<file path="src/logic/l2_write_pkg.sv">
package l2_write_pkg;

    // a line holds 1 << OFFSET_WIDTH words.
    localparam int OFFSET_WIDTH = 2;
    localparam int LINE_WORDS = 1 << OFFSET_WIDTH;
    localparam int WORD_BITS = 32;
    localparam int LINE_BITS = LINE_WORDS * WORD_BITS;

    // index of the word that carries wlast in a line burst.
    localparam logic [OFFSET_WIDTH-1:0] LAST_BEAT = OFFSET_WIDTH'(LINE_WORDS - 1);

    // the bus length field counts beats minus one.
    localparam logic [7:0] BURST_LEN = 8'(LINE_WORDS - 1);
    localparam logic [7:0] SINGLE_LEN = 8'd0;

    localparam logic [3:0] FULL_STRB = 4'hF;

    typedef logic [WORD_BITS-1:0] word_t;
    typedef logic [LINE_BITS-1:0] line_t;

    // the DMA states carry one uncached store; WRT_W is the line handoff.
    typedef enum logic [3:0] {
        IDLE   = 4'd0,
        DMA_AW = 4'd1,
        DMA_W  = 4'd2,
        DMA_R  = 4'd3,
        WRT_W  = 4'd4
    } wr_state_t;

endpackage

</file>
<file path="src/logic/write_ctrl.sv">
module write_ctrl (
    input  logic                    clk,
    input  logic                    rst_n,
    input  logic                    req_w,
    input  logic                    dma_sign,
    input  logic                    buf_busy,
    input  logic                    awready,
    input  logic                    wready,
    input  logic                    bvalid,
    output l2_write_pkg::wr_state_t crt,
    output l2_write_pkg::wr_state_t nxt
);
    import l2_write_pkg::*;

    logic dma_req;
    logic line_req;

    assign dma_req = req_w && dma_sign;
    assign line_req = req_w && !dma_sign;

    always_ff @(posedge clk) begin
        if (!rst_n) begin
            crt <= IDLE;
        end else begin
            crt <= nxt;
        end
    end

    always_comb begin
        nxt = crt;
        case (crt)
            IDLE: begin
                // an uncached store must not overtake a line still in the buffer.
                if (dma_req) begin
                    if (!buf_busy) begin
                        nxt = DMA_AW;
                    end
                end else if (line_req) begin
                    nxt = WRT_W;
                end
            end
            DMA_AW: begin
                if (awready) begin
                    nxt = DMA_W;
                end
            end
            DMA_W: begin
                if (wready) begin
                    nxt = DMA_R;
                end
            end
            DMA_R: begin
                if (bvalid) begin
                    nxt = IDLE;
                end
            end
            WRT_W: begin
                // stay here while a further line waits for the buffer.
                if (!line_req) begin
                    nxt = IDLE;
                end
            end
            default: begin
                nxt = IDLE;
            end
        endcase
    end

    // the uncached sequence owns the bus only while the write buffer is drained.
    assert property (@(posedge clk) disable iff (!rst_n)
        (crt inside {DMA_AW, DMA_W, DMA_R}) |-> !buf_busy);

endmodule

</file>
<file path="src/logic/write_buffer.sv">
module write_buffer (
    input  logic                clk,
    input  logic                rst_n,
    input  logic                buf_req,
    input  l2_write_pkg::word_t buf_addr,
    input  l2_write_pkg::line_t buf_line,
    output logic                buf_accept,
    output logic                buf_busy,
    output l2_write_pkg::word_t awaddr,
    output logic                awvalid,
    input  logic                awready,
    output l2_write_pkg::word_t wdata,
    output logic                wvalid,
    output logic                wlast,
    input  logic                wready,
    input  logic                bvalid,
    output logic                bready
);
    import l2_write_pkg::*;

    word_t                   addr_q;
    line_t                   line_q;
    logic [OFFSET_WIDTH-1:0] beat;
    logic                    busy_q;
    logic                    aw_pend;
    logic                    w_pend;
    logic                    b_pend;
    logic                    aw_fire;
    logic                    w_fire;
    logic                    b_fire;
    logic                    at_last;

    // a new line is taken only when the previous one has fully retired.
    assign buf_accept = buf_req && !busy_q;
    assign buf_busy = busy_q;

    assign aw_fire = aw_pend && awready;
    assign w_fire = w_pend && wready;
    assign b_fire = b_pend && bvalid;
    assign at_last = (beat == LAST_BEAT);

    always_ff @(posedge clk) begin
        if (buf_accept) begin
            addr_q <= buf_addr;
            line_q <= buf_line;
        end
    end

    always_ff @(posedge clk) begin
        if (!rst_n) begin
            busy_q <= 1'b0;
            aw_pend <= 1'b0;
            w_pend <= 1'b0;
            b_pend <= 1'b0;
            beat <= '0;
        end else begin
            if (buf_accept) begin
                busy_q <= 1'b1;
                aw_pend <= 1'b1;
                beat <= '0;
            end
            if (aw_fire) begin
                aw_pend <= 1'b0;
                w_pend <= 1'b1;
            end
            // the word index moves only on a data handshake.
            if (w_fire) begin
                if (at_last) begin
                    w_pend <= 1'b0;
                    b_pend <= 1'b1;
                end else begin
                    beat <= beat + 1'b1;
                end
            end
            if (b_fire) begin
                b_pend <= 1'b0;
                busy_q <= 1'b0;
            end
        end
    end

    assign awaddr = addr_q;
    assign awvalid = aw_pend;

    // word 0 sits in the low bits of the line.
    assign wdata = line_q[beat*WORD_BITS +: WORD_BITS];
    assign wvalid = w_pend;
    assign wlast = w_pend && at_last;

    assign bready = b_pend;

    // no second line is accepted until the response of the first has been taken.
    assert property (@(posedge clk) disable iff (!rst_n)
        buf_accept |=> !buf_accept until_with (bvalid && bready));

endmodule

</file>
<file path="src/logic/write_arbiter.sv">
module write_arbiter (
    input  logic                    clk,
    input  logic                    rst_n,
    input  l2_write_pkg::wr_state_t crt,
    // cache request
    input  l2_write_pkg::word_t     addr_w,
    input  l2_write_pkg::line_t     line_w,
    input  logic [3:0]              strb_w,
    input  logic                    req_w,
    input  logic                    dma_sign,
    output logic                    addr_ok_w,
    // write buffer
    output logic                    buf_req,
    output l2_write_pkg::word_t     buf_addr,
    output l2_write_pkg::line_t     buf_line,
    input  logic                    buf_accept,
    input  l2_write_pkg::word_t     buf_awaddr,
    input  logic                    buf_awvalid,
    output logic                    buf_awready,
    input  l2_write_pkg::word_t     buf_wdata,
    input  logic                    buf_wvalid,
    input  logic                    buf_wlast,
    output logic                    buf_wready,
    input  logic                    buf_bready,
    output logic                    buf_bvalid,
    // memory bus
    output l2_write_pkg::word_t     awaddr,
    output logic [7:0]              awlen,
    output logic                    awvalid,
    input  logic                    awready,
    output l2_write_pkg::word_t     wdata,
    output logic [3:0]              wstrb,
    output logic                    wvalid,
    output logic                    wlast,
    input  logic                    wready,
    input  logic                    bvalid,
    output logic                    bready
);
    import l2_write_pkg::*;

    always_comb begin
        addr_ok_w = 1'b0;

        buf_req = 1'b0;
        buf_addr = '0;
        buf_line = '0;
        buf_awready = 1'b0;
        buf_wready = 1'b0;
        buf_bvalid = 1'b0;

        awaddr = '0;
        awlen = '0;
        awvalid = 1'b0;
        wdata = '0;
        wstrb = '0;
        wvalid = 1'b0;
        wlast = 1'b0;
        bready = 1'b0;

        case (crt)
            IDLE, WRT_W: begin
                // uncached requests are held back from the buffer.
                buf_req = req_w && !dma_sign;
                buf_addr = addr_w;
                buf_line = line_w;
                addr_ok_w = buf_accept;

                awlen = BURST_LEN;
                wstrb = FULL_STRB;

                awaddr = buf_awaddr;
                awvalid = buf_awvalid;
                wdata = buf_wdata;
                wvalid = buf_wvalid;
                wlast = buf_wlast;
                bready = buf_bready;

                buf_awready = awready;
                buf_wready = wready;
                buf_bvalid = bvalid;
            end
            DMA_AW: begin
                awaddr = addr_w;
                awlen = SINGLE_LEN;
                awvalid = 1'b1;
                wstrb = strb_w;
            end
            DMA_W: begin
                awlen = SINGLE_LEN;
                wdata = line_w[WORD_BITS-1:0];
                wstrb = strb_w;
                wvalid = 1'b1;
                wlast = 1'b1;
            end
            DMA_R: begin
                // the cache is released only once memory has answered.
                addr_ok_w = bvalid;
                awlen = SINGLE_LEN;
                wstrb = strb_w;
                bready = 1'b1;
            end
            default: begin
                addr_ok_w = 1'b0;
            end
        endcase
    end

    assert property (@(posedge clk) disable iff (!rst_n) wlast |-> wvalid);

    // a stalled beat keeps its data and last flag across the state steer.
    assert property (@(posedge clk) disable iff (!rst_n)
        wvalid && !wready |=> wvalid && $stable(wdata) && $stable(wlast));

endmodule

</file>
<file path="src/logic/l2_write_path.sv">
module l2_write_path (
    input  logic                clk,
    input  logic                rst_n,
    input  logic                req_w,
    input  logic                dma_sign,
    input  l2_write_pkg::word_t addr_w,
    input  l2_write_pkg::line_t line_w,
    input  logic [3:0]          strb_w,
    output logic                addr_ok_w,
    output l2_write_pkg::word_t awaddr,
    output logic [7:0]          awlen,
    output logic                awvalid,
    input  logic                awready,
    output l2_write_pkg::word_t wdata,
    output logic [3:0]          wstrb,
    output logic                wvalid,
    output logic                wlast,
    input  logic                wready,
    input  logic                bvalid,
    output logic                bready
);
    import l2_write_pkg::*;

    wr_state_t crt;

    logic  buf_req;
    word_t buf_addr;
    line_t buf_line;
    logic  buf_accept;
    logic  buf_busy;
    word_t buf_awaddr;
    logic  buf_awvalid;
    logic  buf_awready;
    word_t buf_wdata;
    logic  buf_wvalid;
    logic  buf_wlast;
    logic  buf_wready;
    logic  buf_bready;
    logic  buf_bvalid;

    // the controller watches the shared bus directly.
    write_ctrl u_ctrl (
        .clk(clk),
        .rst_n(rst_n),
        .req_w(req_w),
        .dma_sign(dma_sign),
        .buf_busy(buf_busy),
        .awready(awready),
        .wready(wready),
        .bvalid(bvalid),
        .crt(crt),
        .nxt()
    );

    write_buffer u_buffer (
        .clk(clk),
        .rst_n(rst_n),
        .buf_req(buf_req),
        .buf_addr(buf_addr),
        .buf_line(buf_line),
        .buf_accept(buf_accept),
        .buf_busy(buf_busy),
        .awaddr(buf_awaddr),
        .awvalid(buf_awvalid),
        .awready(buf_awready),
        .wdata(buf_wdata),
        .wvalid(buf_wvalid),
        .wlast(buf_wlast),
        .wready(buf_wready),
        .bvalid(buf_bvalid),
        .bready(buf_bready)
    );

    write_arbiter u_arbiter (
        .clk(clk),
        .rst_n(rst_n),
        .crt(crt),
        .addr_w(addr_w),
        .line_w(line_w),
        .strb_w(strb_w),
        .req_w(req_w),
        .dma_sign(dma_sign),
        .addr_ok_w(addr_ok_w),
        .buf_req(buf_req),
        .buf_addr(buf_addr),
        .buf_line(buf_line),
        .buf_accept(buf_accept),
        .buf_awaddr(buf_awaddr),
        .buf_awvalid(buf_awvalid),
        .buf_awready(buf_awready),
        .buf_wdata(buf_wdata),
        .buf_wvalid(buf_wvalid),
        .buf_wlast(buf_wlast),
        .buf_wready(buf_wready),
        .buf_bready(buf_bready),
        .buf_bvalid(buf_bvalid),
        .awaddr(awaddr),
        .awlen(awlen),
        .awvalid(awvalid),
        .awready(awready),
        .wdata(wdata),
        .wstrb(wstrb),
        .wvalid(wvalid),
        .wlast(wlast),
        .wready(wready),
        .bvalid(bvalid),
        .bready(bready)
    );

endmodule

</file>
<file path="config.mk">
export PLATFORM = sky130hd
export DESIGN_NAME = l2_write_path
export DESIGN_NICKNAME = d
export VERILOG_FILES = /design/src/logic/l2_write_pkg.sv /design/src/logic/write_ctrl.sv /design/src/logic/write_buffer.sv /design/src/logic/write_arbiter.sv /design/src/logic/l2_write_path.sv
export SDC_FILE = /design/constraint.sdc
export NUM_CORES = 1
export LEC_CHECK = 0
export ABC_AREA = 1
export BUFFER_PORTS_ARGS = -buffer_cell sky130_fd_sc_hd__buf_2
export CAP_MARGIN = 0
export CELL_PAD_IN_SITES_DETAIL_PLACEMENT = 0
export CELL_PAD_IN_SITES_GLOBAL_PLACEMENT = 1
export CORE_ASPECT_RATIO = 0.6
export CORE_UTILIZATION = 39
export CTS_BUF_LIST = sky130_fd_sc_hd__clkbuf_8
export DETAILED_ROUTE_END_ITERATION = 8
export PLACE_DENSITY_LB_ADDON = 0.05
export SLEW_MARGIN = 20
export SYNTH_ARGS = -nofsm -noshare
export SYNTH_HDL_FRONTEND = slang
export SYNTH_SLANG_ARGS = --single-unit
</file>
<file path="constraint.sdc">
create_clock -name clk -period 5.85 [get_ports clk]
set_clock_uncertainty 0.15 [all_clocks]
set_input_delay 0 -clock clk [delete_from_list [all_inputs] [get_ports clk]]
set_output_delay 0 -clock clk [all_outputs]
set_load 0.02 [all_outputs]
</file>
==> flow_summary.json <==
{
  "synth_edf_count": 160,
  "core_um2": 20400,
  "insertion_delay_ns": 0.45,
  "muxShareOfSynthArea": 0,
  "synth_compound_area_frac": 0.0474,
  "die_area_um2": 21900,
  "post-route-drc-count": 0,
  "ios": 252,
  "synth.top_cell.area_share": 0.580,
  "synth_top_family_by_area": "simple AND/OR/NAND/NOR gates",
  "p_int_mw": 2.76,
  "insertedDiodeCount": 0,
  "root_buffer": "clkbuf_8",
  "netlist_instances": 952,
  "hold_viol_final": 0,
  "netlist_top_cells_area": "edfxtp_1 (58%), nand2_1 (8.6%), inv_1 (8.0%)",
  "max_slew_margin": 0.310,
  "dpl.cell_count": 1425,
  "fillCellCount": 1897,
  "ys_types": 21,
  "ys_seq_area_frac": 0.602,
  "pwr_density_cell_nw_per_um2": 407,
  "dr.pass1.iters": 7,
  "synth_fa_ha_area_frac": 0.00151,
  "cts.clk_slew.worst_paths_ns": 0.09,
  "clock-sinks": 169,
  "clockBufferDepth": 2,
  "crit_path_max_fanout": 35,
  "grt_pass1_wl_um": 35600,
  "routed_wirelength_um": 22900,
  "synth_commonest_cells": "nand2_1 (189), inv_1 (176), nor2_1 (174)",
  "instances_no_fill": 1624,
  "async_reset_ff_frac": 0,
  "final_util": 0.574,
  "start_util": 0.406,
  "dr.first_iter.drc_count": 436,
  "power_mw": 4.77,
  "tns_ns": 0,
  "place_area_um2": 9630,
  "place_hpwl_um": 13400,
  "p_switching_mw": 2.01,
  "ant_nets": 0,
  "holdWs_ns": 0.0499,
  "rsz0062_at_grt": "no",
  "required_ns": 5.70,
  "grt_max_degree": 98,
  "syn_area_per_cell_um2": 8.70,
  "yosys_warnings": 0,
  "syn_to_final_growth_pct": 41.4,
  "register_area_um2": 4990,
  "crit_path_end_kind": "output pin",
  "combPwrFrac": 0.447,
  "fin_nets": 1511,
  "drv_slew": 0,
  "multi_input_area_um2": 2340,
  "post-place-ws_ns": 3.08,
  "cts_buffers": 17,
  "critical_path_arrival_ns": 2.97,
  "worstSetupStartpointType": "flip-flop",
  "worst_ir_drop_vdd_mv": 0.327,
  "post_cts_buffers": 0,
  "yosysMostFrequentCell": "nand2_1",
  "crit_type": "reg -> out",
  "grt_remaining_overflow": 0,
  "finalSetupViolCount": 0,
  "h-tree-depth": 4,
  "synth-xor-area-share": 0,
  "antenna_found_initial": 1,
  "p_clk_frac": 0.182,
  "fmax_ghz": 0.320,
  "chipHeight_um": 115,
  "fp-row-count": 40,
  "sequentialPowerShare": 0.371,
  "hp-class": "in -> reg",
  "netlist_area_um2": 8290,
  "place_congestion": 0.794,
  "vias": 7310,
  "vias_per_cell": 4.50,
  "design_area_um2": 11700,
  "wl_per_cell_um": 14.1,
  "post-route-period-util": 0.533,
  "die_w_um": 190,
  "io_buffers": 245,
  "synth_top_cell_by_area": "edfxtp_1",
  "status": "finished clean",
  "track_usage": 0.210,
  "drv_cap": 0,
  "p_leak_nw": 5.54,
  "synth-simple-area-share": 0.229,
  "worstMarginPinSlew_ns": 1.04,
  "min_period_ns": 3.12,
  "synthFlopType": "edfxtp_1",
  "synth_seq_cells": 169,
  "layout_setup_ws_ns": 2.73,
  "grt_pass1_vias": 7049,
  "switching_share": 0.421,
  "layout-drive-gt1-share": 0.216,
  "cts_tree": "yes"
}
[cell usage in the layout (no fill, tap or decap), types with 2 or more instances in the layout]
master and count:
a21oi_1 4, buf_2 245, buf_4 9, bufinv_16 3, clkbuf_8 17, clkinvlp_4 6
conb_1 6, dfxtp_1 7, dfxtp_2 2, dlygate4sd3_1 168, edfxtp_1 160, inv_1 175
inv_2 2, inv_6 4, nand2_1 188, nand3_1 101, nor2_1 174, o21ai_0 71
[power groups by stage]
stage / Combinational [mW] / Sequential [mW] / Clock, mW
global placement: 2.05 / 1.79 / 0
detailed placement: 2.06 / 1.80 / 0
finish: 2.14 / 1.77 / 0.869
global route: 2.37 / 1.79 / 0.937
floorplan: 1.44 / 1.81 / 0
CTS: 2.16 / 1.77 / 0.889
[layout make-up]
cell class / instances / area share
well taps: 273 / 0.0292
clock inverters: 14 / 0.0148
clock buffers: 17 / 0.0200
flip-flops and latches: 169 / 0.426
multi-input cells: 552 / 0.199
repair buffers: 422 / 0.254
inverters: 177 / 0.0571
[sequential cells by signal, indices dropped and copies added, names as in the netlist]
register and cells:
u_buffer.beat 2, u_buffer.bready 1, u_buffer.awaddr 32, u_buffer.buf_busy 1, u_buffer.awvalid 1, u_buffer.wvalid 1
u_buffer.line_q 128, u_ctrl.crt 3
[metal layers]
layer / GRT usage / routed length [um] / share of wire
met5: 0 / 10 / 0.00044
met4: 0.0608 / 276 / 0.012
met3: 0.0342 / 1280 / 0.056
met2: 0.323 / 10100 / 0.44
met1: 0.308 / 11200 / 0.49
[repair_timing]
| action | in CTS | in global routing |
|---|---|---|
| hold endpoints to repair | 169 | 0 |
| resized for setup | 0 | 0 |
| hold buffers | 168 | 0 |
[cell families (layout without fill, tap and decap cells)]
logic type      Yosys count  in the layout
other cells               1              6
flops                   169            169
simple gates            468            468
buf+inv                 236            630
fa+ha+maj                 1              1
compound gates           77             77
[critical path, cell delays in order (launching register included)]
cell     delay, ns
dfxtp_2       0.94
inv_1         0.61
buf_4         0.39
nand3_1       0.10
nand3_1       0.07
o21ai_0       0.17
buf_2         0.23
[path summary, 6_finish.rpt]
kind         cells after the start              end             start  slack [ns]
max                              6         wdata[9]  u_buffer.beat[1]        2.73
min                              7    u_ctrl.crt[1]             req_w        0.05
max reg2reg                     10    u_ctrl.crt[0]     u_ctrl.crt[2]        2.79
min reg2reg                      2  u_buffer.bready   u_buffer.bready        0.31
No activity file was read; power rests on OpenSTA's default activity.
